File: config.mk
export PLATFORM = sky130hd
export DESIGN_NAME = jtag_tap
export DESIGN_NICKNAME = d
export VERILOG_FILES = /design/src/logic/jtag_tap_pkg.sv /design/src/logic/tap_state_ctrl.sv /design/src/logic/tap_instr_reg.sv /design/src/logic/tap_data_regs.sv /design/src/logic/tap_tdo_mux.sv /design/src/logic/jtag_tap.sv
export SDC_FILE = /design/constraint.sdc
export NUM_CORES = 1
export LEC_CHECK = 0
export BUFFER_PORTS_ARGS = -buffer_cell sky130_fd_sc_hd__buf_2
export CORE_MARGIN = 3
export CORE_UTILIZATION = 49
export DETAILED_ROUTE_END_ITERATION = 8
export MAX_ROUTING_LAYER = met4
export PLACE_DENSITY = 0.75
export SYNTH_ARGS = -nofsm -noshare
export SYNTH_HDL_FRONTEND = slang
export SYNTH_SLANG_ARGS = --single-unit
File: constraint.sdc
create_clock -name tck_pad_i -period 1.6 [get_ports tck_pad_i]
set_input_delay 0.24 -clock tck_pad_i [delete_from_list [all_inputs] [get_ports tck_pad_i]]
set_output_delay 0.24 -clock tck_pad_i [all_outputs]
set_load 0.005 [all_outputs]
File: src/logic/jtag_tap_pkg.sv
package jtag_tap_pkg;

  // Register lengths
  localparam int IR_LEN     = 5;
  localparam int IDCODE_LEN = 32;
  localparam int STATE_BITS = 4;

  // Supported opcodes
  localparam logic [IR_LEN-1:0] OP_EXTEST         = 5'b00000;
  localparam logic [IR_LEN-1:0] OP_SAMPLE_PRELOAD = 5'b00001;
  localparam logic [IR_LEN-1:0] OP_IDCODE         = 5'b00010;
  localparam logic [IR_LEN-1:0] OP_DEBUG          = 5'b01000;
  // Any code not listed above also acts as BYPASS
  localparam logic [IR_LEN-1:0] OP_BYPASS         = 5'b01111;

  // Loaded in Capture-IR, low bits 01 as the standard requires
  localparam logic [IR_LEN-1:0] IR_CAPTURE = 5'b00101;

  // TAP state codes
  // Idle and select states
  localparam logic [STATE_BITS-1:0] ST_TEST_LOGIC_RESET = 4'h0;
  localparam logic [STATE_BITS-1:0] ST_RUN_TEST_IDLE    = 4'h1;
  localparam logic [STATE_BITS-1:0] ST_SELECT_DR        = 4'h2;

  // Data register column
  localparam logic [STATE_BITS-1:0] ST_CAPTURE_DR       = 4'h3;
  localparam logic [STATE_BITS-1:0] ST_SHIFT_DR         = 4'h4;
  localparam logic [STATE_BITS-1:0] ST_EXIT1_DR         = 4'h5;
  localparam logic [STATE_BITS-1:0] ST_PAUSE_DR         = 4'h6;
  localparam logic [STATE_BITS-1:0] ST_EXIT2_DR         = 4'h7;
  localparam logic [STATE_BITS-1:0] ST_UPDATE_DR        = 4'h8;

  // Instruction register column
  localparam logic [STATE_BITS-1:0] ST_SELECT_IR        = 4'h9;
  localparam logic [STATE_BITS-1:0] ST_CAPTURE_IR       = 4'ha;
  localparam logic [STATE_BITS-1:0] ST_SHIFT_IR         = 4'hb;
  localparam logic [STATE_BITS-1:0] ST_EXIT1_IR         = 4'hc;
  localparam logic [STATE_BITS-1:0] ST_PAUSE_IR         = 4'hd;
  localparam logic [STATE_BITS-1:0] ST_EXIT2_IR         = 4'he;
  localparam logic [STATE_BITS-1:0] ST_UPDATE_IR        = 4'hf;

endpackage

File: src/logic/tap_state_ctrl.sv
`timescale 1ns/1ps

module tap_state_ctrl
  import jtag_tap_pkg::*;
(
  input  logic tck_pad_i,
  input  logic trst_pad_i,
  input  logic tms_pad_i,
  output logic capture_dr_o,
  output logic shift_dr_o,
  output logic pause_dr_o,
  output logic update_dr_o,
  output logic capture_ir_o,
  output logic shift_ir_o,
  output logic update_ir_o,
  output logic tms_reset_o
);

  logic [STATE_BITS-1:0] state_q;
  logic [STATE_BITS-1:0] state_d;
  // TMS seen on the last four rising edges, bit 0 newest
  logic [3:0]            tms_hist_q;

  // TMS history for the five-ones filter
  always_ff @(posedge tck_pad_i or posedge trst_pad_i)
  begin
    if (trst_pad_i)
      tms_hist_q <= 4'b0000;
    else
      tms_hist_q <= {tms_hist_q[2:0], tms_pad_i};
  end

  // Fifth consecutive one, including the current edge
  assign tms_reset_o = (&tms_hist_q) & tms_pad_i;

  // IEEE 1149.1 next-state table
  always_comb
  begin
    case (state_q)
      ST_TEST_LOGIC_RESET:
        state_d = tms_pad_i ? ST_TEST_LOGIC_RESET : ST_RUN_TEST_IDLE;
      ST_RUN_TEST_IDLE:
        state_d = tms_pad_i ? ST_SELECT_DR : ST_RUN_TEST_IDLE;
      ST_SELECT_DR:
        state_d = tms_pad_i ? ST_SELECT_IR : ST_CAPTURE_DR;
      // Data register column
      ST_CAPTURE_DR:
        state_d = tms_pad_i ? ST_EXIT1_DR : ST_SHIFT_DR;
      ST_SHIFT_DR:
        state_d = tms_pad_i ? ST_EXIT1_DR : ST_SHIFT_DR;
      ST_EXIT1_DR:
        state_d = tms_pad_i ? ST_UPDATE_DR : ST_PAUSE_DR;
      ST_PAUSE_DR:
        state_d = tms_pad_i ? ST_EXIT2_DR : ST_PAUSE_DR;
      ST_EXIT2_DR:
        state_d = tms_pad_i ? ST_UPDATE_DR : ST_SHIFT_DR;
      ST_UPDATE_DR:
        state_d = tms_pad_i ? ST_SELECT_DR : ST_RUN_TEST_IDLE;
      // Instruction register column
      ST_SELECT_IR:
        state_d = tms_pad_i ? ST_TEST_LOGIC_RESET : ST_CAPTURE_IR;
      ST_CAPTURE_IR:
        state_d = tms_pad_i ? ST_EXIT1_IR : ST_SHIFT_IR;
      ST_SHIFT_IR:
        state_d = tms_pad_i ? ST_EXIT1_IR : ST_SHIFT_IR;
      ST_EXIT1_IR:
        state_d = tms_pad_i ? ST_UPDATE_IR : ST_PAUSE_IR;
      ST_PAUSE_IR:
        state_d = tms_pad_i ? ST_EXIT2_IR : ST_PAUSE_IR;
      ST_EXIT2_IR:
        state_d = tms_pad_i ? ST_UPDATE_IR : ST_SHIFT_IR;
      ST_UPDATE_IR:
        state_d = tms_pad_i ? ST_SELECT_DR : ST_RUN_TEST_IDLE;
      default:
        state_d = ST_TEST_LOGIC_RESET;
    endcase
  end

  // State register
  always_ff @(posedge tck_pad_i or posedge trst_pad_i)
  begin
    if (trst_pad_i)
      state_q <= ST_TEST_LOGIC_RESET;
    else if (tms_reset_o)
      // Filter overrides the table from any state
      state_q <= ST_TEST_LOGIC_RESET;
    else
      state_q <= state_d;
  end

  // State strobes, high for the whole cycle spent in the state
  assign capture_dr_o = (state_q == ST_CAPTURE_DR);
  assign shift_dr_o   = (state_q == ST_SHIFT_DR);
  assign pause_dr_o   = (state_q == ST_PAUSE_DR);
  assign update_dr_o  = (state_q == ST_UPDATE_DR);
  assign capture_ir_o = (state_q == ST_CAPTURE_IR);
  assign shift_ir_o   = (state_q == ST_SHIFT_IR);
  assign update_ir_o  = (state_q == ST_UPDATE_IR);

endmodule

File: src/logic/tap_instr_reg.sv
`timescale 1ns/1ps

module tap_instr_reg
  import jtag_tap_pkg::*;
(
  input  logic              tck_pad_i,
  input  logic              trst_pad_i,
  input  logic              tdi_pad_i,
  input  logic              capture_ir_i,
  input  logic              shift_ir_i,
  input  logic              update_ir_i,
  input  logic              tms_reset_i,
  output logic              ir_tdo_o,
  output logic [IR_LEN-1:0] latched_ir_neg_o,
  output logic              idcode_sel_o,
  output logic              debug_sel_o,
  output logic              extest_select_o,
  output logic              sample_preload_select_o
);

  logic [IR_LEN-1:0] ir_q;
  logic [IR_LEN-1:0] latched_ir_q;

  // Shift register, TDI enters at the MSB
  always_ff @(posedge tck_pad_i or posedge trst_pad_i)
  begin
    if (trst_pad_i)
      ir_q <= '0;
    else if (capture_ir_i)
      ir_q <= IR_CAPTURE;
    else if (shift_ir_i)
      ir_q <= {tdi_pad_i, ir_q[IR_LEN-1:1]};
  end

  // Update latch, IDCODE is the default instruction
  always_ff @(posedge tck_pad_i or posedge trst_pad_i)
  begin
    if (trst_pad_i)
      latched_ir_q <= OP_IDCODE;
    else if (tms_reset_i)
      latched_ir_q <= OP_IDCODE;
    else if (update_ir_i)
      latched_ir_q <= ir_q;
  end

  // IR bit for TDO, moved to the falling edge
  always_ff @(negedge tck_pad_i)
  begin
    ir_tdo_o <= ir_q[0];
  end

  // Falling-edge copy of the latch steers the TDO mux
  always_ff @(negedge tck_pad_i or posedge trst_pad_i)
  begin
    if (trst_pad_i)
      latched_ir_neg_o <= OP_IDCODE;
    else
      latched_ir_neg_o <= latched_ir_q;
  end

  // Decode, unknown codes leave every select low
  always_comb
  begin
    idcode_sel_o            = 1'b0;
    debug_sel_o             = 1'b0;
    extest_select_o         = 1'b0;
    sample_preload_select_o = 1'b0;
    case (latched_ir_q)
      OP_EXTEST:         extest_select_o         = 1'b1;
      OP_SAMPLE_PRELOAD: sample_preload_select_o = 1'b1;
      OP_IDCODE:         idcode_sel_o            = 1'b1;
      OP_DEBUG:          debug_sel_o             = 1'b1;
      // BYPASS and all others
      default:           idcode_sel_o            = 1'b0;
    endcase
  end

endmodule

File: src/logic/tap_data_regs.sv
`timescale 1ns/1ps

module tap_data_regs
  import jtag_tap_pkg::*;
(
  input  logic                  tck_pad_i,
  input  logic                  trst_pad_i,
  input  logic                  tdi_pad_i,
  input  logic                  shift_dr_i,
  input  logic                  idcode_sel_i,
  input  logic [IDCODE_LEN-1:0] idcode_i,
  output logic                  idcode_tdo_o,
  output logic                  bypass_tdo_o
);

  logic [IDCODE_LEN-1:0] idcode_q;
  logic                  bypass_q;

  // IDCODE register
  // Reloads from idcode_i whenever it is not shifting
  always_ff @(posedge tck_pad_i)
  begin
    if (shift_dr_i && idcode_sel_i)
      idcode_q <= {tdi_pad_i, idcode_q[IDCODE_LEN-1:1]};
    else
      idcode_q <= idcode_i;
  end

  // LSB out on the falling edge
  always_ff @(negedge tck_pad_i)
  begin
    idcode_tdo_o <= idcode_q[0];
  end

  // Single-bit BYPASS stage
  always_ff @(posedge tck_pad_i or posedge trst_pad_i)
  begin
    if (trst_pad_i)
      bypass_q <= 1'b0;
    else if (shift_dr_i)
      bypass_q <= tdi_pad_i;
  end

  // Falling-edge copy, TDI shows up one cycle late
  always_ff @(negedge tck_pad_i)
  begin
    bypass_tdo_o <= bypass_q;
  end

endmodule

File: src/logic/tap_tdo_mux.sv
`timescale 1ns/1ps

module tap_tdo_mux
  import jtag_tap_pkg::*;
(
  input  logic              tck_pad_i,
  input  logic              shift_ir_i,
  input  logic              shift_dr_i,
  input  logic              pause_dr_i,
  input  logic              debug_sel_i,
  input  logic              ir_tdo_i,
  input  logic [IR_LEN-1:0] latched_ir_neg_i,
  input  logic              idcode_tdo_i,
  input  logic              bypass_tdo_i,
  input  logic              debug_tdi_i,
  input  logic              bs_chain_tdi_i,
  output logic              tdo_pad_o,
  output logic              tdo_padoe_o
);

  logic shift_ir_neg_q;

  // Shift-IR moved to the falling edge, in step with ir_tdo_i
  always_ff @(negedge tck_pad_i)
  begin
    shift_ir_neg_q <= shift_ir_i;
  end

  // Source select
  // Every control input here changes on the falling edge
  always_comb
  begin
    if (shift_ir_neg_q)
      tdo_pad_o = ir_tdo_i;
    else
    begin
      case (latched_ir_neg_i)
        OP_IDCODE:         tdo_pad_o = idcode_tdo_i;
        OP_DEBUG:          tdo_pad_o = debug_tdi_i;
        OP_EXTEST:         tdo_pad_o = bs_chain_tdi_i;
        OP_SAMPLE_PRELOAD: tdo_pad_o = bs_chain_tdi_i;
        // BYPASS and unlisted codes
        default:           tdo_pad_o = bypass_tdo_i;
      endcase
    end
  end

  // Pad driver enable
  // Debug keeps the pad driven through Pause-DR
  always_ff @(negedge tck_pad_i)
  begin
    tdo_padoe_o <= shift_ir_i | shift_dr_i | (pause_dr_i & debug_sel_i);
  end

endmodule

File: src/logic/jtag_tap.sv
`timescale 1ns/1ps

module jtag_tap
  import jtag_tap_pkg::*;
(
  input  logic                  tck_pad_i,
  input  logic                  trst_pad_i,
  input  logic                  tms_pad_i,
  input  logic                  tdi_pad_i,
  input  logic [IDCODE_LEN-1:0] idcode_i,
  input  logic                  debug_tdi_i,
  input  logic                  bs_chain_tdi_i,
  output logic                  tdo_pad_o,
  output logic                  tdo_padoe_o,
  output logic                  tdo_o,
  output logic                  shift_dr_o,
  output logic                  pause_dr_o,
  output logic                  update_dr_o,
  output logic                  capture_dr_o,
  output logic                  extest_select_o,
  output logic                  sample_preload_select_o,
  output logic                  debug_select_o
);

  // Strobes from the state machine
  logic              capture_ir;
  logic              shift_ir;
  logic              update_ir;
  logic              tms_reset;
  // Instruction side
  logic              ir_tdo;
  logic [IR_LEN-1:0] latched_ir_neg;
  logic              idcode_sel;
  // Data register outputs
  logic              idcode_tdo;
  logic              bypass_tdo;

  // TDI passes straight on to the chained sub-modules
  assign tdo_o = tdi_pad_i;

  tap_state_ctrl u_state_ctrl (
    .tck_pad_i    (tck_pad_i),
    .trst_pad_i   (trst_pad_i),
    .tms_pad_i    (tms_pad_i),
    .capture_dr_o (capture_dr_o),
    .shift_dr_o   (shift_dr_o),
    .pause_dr_o   (pause_dr_o),
    .update_dr_o  (update_dr_o),
    .capture_ir_o (capture_ir),
    .shift_ir_o   (shift_ir),
    .update_ir_o  (update_ir),
    .tms_reset_o  (tms_reset)
  );

  tap_instr_reg u_instr_reg (
    .tck_pad_i               (tck_pad_i),
    .trst_pad_i              (trst_pad_i),
    .tdi_pad_i               (tdi_pad_i),
    .capture_ir_i            (capture_ir),
    .shift_ir_i              (shift_ir),
    .update_ir_i             (update_ir),
    .tms_reset_i             (tms_reset),
    .ir_tdo_o                (ir_tdo),
    .latched_ir_neg_o        (latched_ir_neg),
    .idcode_sel_o            (idcode_sel),
    .debug_sel_o             (debug_select_o),
    .extest_select_o         (extest_select_o),
    .sample_preload_select_o (sample_preload_select_o)
  );

  tap_data_regs u_data_regs (
    .tck_pad_i    (tck_pad_i),
    .trst_pad_i   (trst_pad_i),
    .tdi_pad_i    (tdi_pad_i),
    .shift_dr_i   (shift_dr_o),
    .idcode_sel_i (idcode_sel),
    .idcode_i     (idcode_i),
    .idcode_tdo_o (idcode_tdo),
    .bypass_tdo_o (bypass_tdo)
  );

  tap_tdo_mux u_tdo_mux (
    .tck_pad_i        (tck_pad_i),
    .shift_ir_i       (shift_ir),
    .shift_dr_i       (shift_dr_o),
    .pause_dr_i       (pause_dr_o),
    .debug_sel_i      (debug_select_o),
    .ir_tdo_i         (ir_tdo),
    .latched_ir_neg_i (latched_ir_neg),
    .idcode_tdo_i     (idcode_tdo),
    .bypass_tdo_i     (bypass_tdo),
    .debug_tdi_i      (debug_tdi_i),
    .bs_chain_tdi_i   (bs_chain_tdi_i),
    .tdo_pad_o        (tdo_pad_o),
    .tdo_padoe_o      (tdo_padoe_o)
  );

endmodule

# Word level (Yosys, flattened, before mapping)

Cells that the tools add are included.

Output and inout bits: 10
Logic and storage cells: 73
Register bits: 61

Muxes and demuxes: 25
Equality and inequality tests: 21
Bitwise gates (word level): 4
Reduce and logical (&&, ||, !) cells: 11

Operators by type and width:

| operator                                                               | count |
|---|---|
| 4-bit case mux with 12 select lines                                    | 1 |
| 4-bit equality test (second input constant)                            | 8 |
| 32-bit two-way mux                                                     | 1 |
| 4-bit two-way mux                                                      | 5 |
| 5-bit two-way mux                                                      | 4 |
| 4-bit by 3-bit equality test with 1-bit output (second input constant) | 4 |
| 5-bit by 1-bit equality test with 1-bit output (second input constant) | 2 |
| 5-bit by 2-bit equality test with 1-bit output (second input constant) | 2 |
| 5-bit by 4-bit equality test with 1-bit output (second input constant) | 2 |
| 5-bit zero test                                                        | 2 |
| 4-bit by 2-bit equality test with 1-bit output (second input constant) | 2 |
| 1-bit two-way mux                                                      | 8 |
| 2-bit two-way mux                                                      | 3 |
| 3-bit two-way mux                                                      | 2 |
| 2-bit OR reduction                                                     | 3 |
| 4-bit by 1-bit equality test with 1-bit output (second input constant) | 1 |
| 4-bit zero test                                                        | 1 |
| 4-bit AND reduction                                                    | 1 |
| 2-bit nonzero test                                                     | 2 |
| 1-bit case mux with 3 select lines                                     | 1 |
| 3-bit OR reduction                                                     | 1 |
| 1-bit AND                                                              | 2 |
| 1-bit bitwise OR                                                       | 2 |
| 1-bit logical AND                                                      | 1 |

# Longest topological paths before layout

Depth after elaboration: 4
Depth in mapped cells: 5
Gate-level depth less buffers: 4

# Cells and area by module

Synthesis repeated with hierarchy kept, for this count alone.

Cells, all modules: 193
Area total of the unflattened synthesis: 2519.9 um^2

Modules (own cells, without submodules):

| module         | instances | cells an instance | area each (um^2) |
|---|---|---|---|
| tap_data_regs  | 1         | 74                | 1268.7 |
| tap_instr_reg  | 1         | 46                | 625.6 |
| tap_state_ctrl | 1         | 58                | 498.0 |
| tap_tdo_mux    | 1         | 14                | 120.1 |
| jtag_tap       | 1         | 1                 | 7.5 |

==> flow_summary_export.csv <==
group,metric,value,unit
status,status,"complete, but fails checks",
status,failed_checks,"negative setup slack",
drt,vias,1779,
setup_path,cp_slowest_cell,"sky130_fd_sc_hd__dfstp_2",
die,design.portCount,48,
global_routing,grt_first_pass_wirelength,9030,um
logic_synthesis,synth.distinct_cells,43,
final_layout,final_common_cell,"sky130_fd_sc_hd__buf_2",
final_layout,layout.cells.non_filler,353,
placed_design,finalWeightedCongestion,0.796,
die,die_y,76.5,um
timing,worst_clock_skew,0.0461,ns
drt,drc,0,
cts,max-clock-path-buffers,2,
die,core_region_area,4750,um^2
power,pwr-share-seq,36.1,%
cts,tritoncts_num_sinks,61,
timing,post-route-worst-setup-slack,-1.04,ns
die,initial_core_util,51.3,%
power,cellLeakagePower,1.72,nW
logic_synthesis,synth_cells,195,
logic_synthesis,synth-edff-count,0,
drt,post_drt_via_cell_ratio,5.04,
cts,cts.clk_slew.worst_paths,0.07,ns
final_layout,flow.area_growth_from_synthesis,40.8,%
global_routing,grt_max_degree,20,
global_routing,grt_pass1_vias,1796,
timing,hold_viol,0,
logic_synthesis,syn_nets,233,
setup_path,crit_chain,"buf_4 -> a211oi_1 -> nand2_1 -> o22ai_2 -> o21ai_1 -> buf_2",
final_layout,n_antenna_cell,0,
setup_path,type_of_element_capturing_the_critical_path,"output pin",
cts,clock_latency,0.38,ns
logic_synthesis,avgSynthCellArea,12.5,um^2
run,cap_viol_max_count,0,
logic_synthesis,yosysWarnings,0,
final_layout,final.fill_count,336,
setup_path,kind_of_critical_path,"register to output pin",
logic_synthesis,ys_seq_area_share,55.1,%
power,ir_drop,0.933,mV
placed_design,dpl_worst_slack,-0.633,ns
final_layout,final_net_count,319,
timing,drv_slew,0,
cts,htreeDepth,3,
placed_design,place_hpwl,3300,um
timing,slew-limit-headroom,75.3,%
cts,cts_root_buf,"sky130_fd_sc_hd__clkbuf_8",
drt,route.detailed.wl_per_inst,16.7,um
die,die-width,76.5,um
global_routing,grt_util_all_layers,21.2,%
power,power.share.clock,23.8,%
logic_synthesis,post_syn_area,2440,um^2
die,placement_rows,25,
placed_design,placement.io_buffers,47,
setup_path,worstSetupStartpoint,"u_instr_reg.latched_ir_neg_o[1]",
die,design.die.area,5860,um^2
placed_design,place_area,2880,um^2
setup_path,timing.critical_path.buf_inv,2,
logic_synthesis,yosys_register_bits,61,
placed_design,placedCellCount,321,
setup_path,crit_path_start_kind,"register",
power,p_per_area,1850,nW/um^2
global_routing,antenna_found_initial,0,
logic_synthesis,ys_async_sr_fraction,39.3,%
final_layout,commonest_cells_after_routing_fill_and_taps_aside,"sky130_fd_sc_hd__buf_2 (45), sky130_fd_sc_hd__dfxtp_1 (37), sky130_fd_sc_hd__mux2_4 (32)",
timing,hold-worst-slack,0.108,ns
setup_path,maximum_net_fanout_on_the_critical_path,3,
power,power.combinational.fraction,40.1,%
timing,final-setup-viol-count,39,
setup_path,critPathMaxStageDelay,0.37,ns
drt,detail_route.first_pass.iterations,4,
cts,tritoncts,"yes",
logic_synthesis,yosys_most_used_dff,"sky130_fd_sc_hd__dfxtp_1",
final_layout,final_area,3430,um^2
timing,setup_repair_after_global_routing_missed_its_margin,"yes",
global_routing,grt_overflow,0,
setup_path,worst-endpoint-required,1.36,ns
drt,route.final.wire_length,5880,um
worst_hold_path,timing.hold.worst.class,"primary input to async pin",
drt,detail-route-antenna-nets,0,
final_layout,post_route_cells_drive_above_1_share,52.8,%
drt,detail_route.iter0.violations,68,
power,power_switching_share,32.6,%
power,switchingPower,2.07,mW
cts,cts_made_buffers,9,
power,internal_power,4.27,mW
timing,worstMarginPinSlew,0.361,ns
setup_path,worst_ep_arrival_time,2.40,ns
setup_path,critPathTopFamily,"compound AO/OA/AOI/OAI gates",
setup_path,regToRegStartpoint,"u_instr_reg.latched_ir_q[3]",
==> cell type report <==
type | instances | area [um^2] | share of cell area [%]
Clock buffer | 14 | 215 | 6.27
Clock inverter | 8 | 31.3 | 0.911
Inverter | 3 | 11.3 | 0.328
Multi-Input combinational cell | 120 | 1140 | 33.1
Sequential cell | 61 | 1350 | 39.2
Tap cell | 67 | 83.8 | 2.44
Timing Repair Buffer | 80 | 611 | 17.8
==> metrics by stage <==
step	utilization [%]	power (mW)	TNS, ns
2_1_floorplan	-	3.55	-0.724
3_3_place_gp	60.6	4.06	-1.77
3_5_place_dp	60.6	4.13	-2.46
4_1_cts	70.8	6.10	-6.17
5_1_grt	72.2	6.71	-10.76
6_report	72.2	6.34	-8.53
==> power by group through the flow <==
stage	registers [mW]	logic, mW	clock network [mW]
final	2.29	2.54	1.51
after global routing	2.34	2.74	1.63
after CTS	2.26	2.32	1.52
after detailed placement	2.28	1.83	0.0271
after global placement	2.26	1.78	0.0271
after floorplan	2.23	1.30	0.0271
==> Yosys cell counts (all sizes together), types with 4 or more instances <==
master   n  area (um^2)
mux2    34          495
nand3    6         35.0
buf      8         61.3
dfxtp   37          741
dfrtn    4          100
dfrtp   18          450
nand2b   4         32.5
mux2i    5         50.1
nor3     6         46.3
nand2   18         67.6
nor2     9         36.3
inv      4         15.0
o21ai   13         65.1
==> metal layers <==
metal	share of wire, %	GRT usage, %
met3	4.8	7.33
met2	53	32.4
met1	40	25.4
met5	0	-
met4	2.1	9.06
==> tightest hold or removal path: stages <==
cell	delay, ns
sky130_fd_sc_hd__buf_2	0.10
sky130_fd_sc_hd__inv_1	0.18
sky130_fd_sc_hd__buf_4	0.31
==> what timing repair did <==
| item | in CTS | in global routing |
|---|---|---|
| buffers inserted | 7 | 5 |
| setup endpoints to repair | 40 | 43 |
| cloned | 3 | 0 |
| hold buffers | 0 | 0 |
| gates resized for setup | 19 | 23 |
| pin swaps | 3 | 3 |
| endpoints found under the hold margin | 0 | 0 |
==> worst paths after layout <==
path	slack (ns)	cells past startpoint	end
max	-1.04	6	tdo_pad_o
max in group asynchronous	0.78	2	u_instr_reg.latched_ir_neg_o[1]
max reg2reg	-0.25	7	u_data_regs.idcode_q[23]
min reg2reg	0.37	0	u_state_ctrl.tms_hist_q[2]
min	0.11	3	u_instr_reg.ir_q[3]
min in group tck_pad_i	0.11	1	u_state_ctrl.tms_hist_q[0]
==> kinds of logic (layout without fill, tap and decap cells) <==
logic type               after synthesis  in the layout  share of synthesized area (%)
multiplexers                          39             39                           22.4
XOR/XNOR                               2              2                          0.718
flip-flops                            61             61                           55.1
AND/OR/NAND/NOR                       51             51                           11.1
buffers and inverters                 14            105                           3.44
AO/OA/AOI/OAI                         27             27                           6.88
adder cells (fa/ha/maj)                1              1                          0.410
==> sequential cells by signal, indices dropped and copies added, names as in the netlist <==
register and cells:
u_instr_reg.ir_q 5, u_instr_reg.ir_tdo_o 1, u_data_regs.bypass_q 1, u_instr_reg.latched_ir_q 5, u_tdo_mux.shift_ir_neg_q 1, u_data_regs.idcode_q 32
u_data_regs.bypass_tdo_o 1, u_state_ctrl.state_q 4, u_tdo_mux.tdo_padoe_o 1, u_state_ctrl.tms_hist_q 4, u_data_regs.idcode_tdo_o 1, u_instr_reg.latched_ir_neg_o 5
Note: power is estimated with default switching activity, not from simulation.
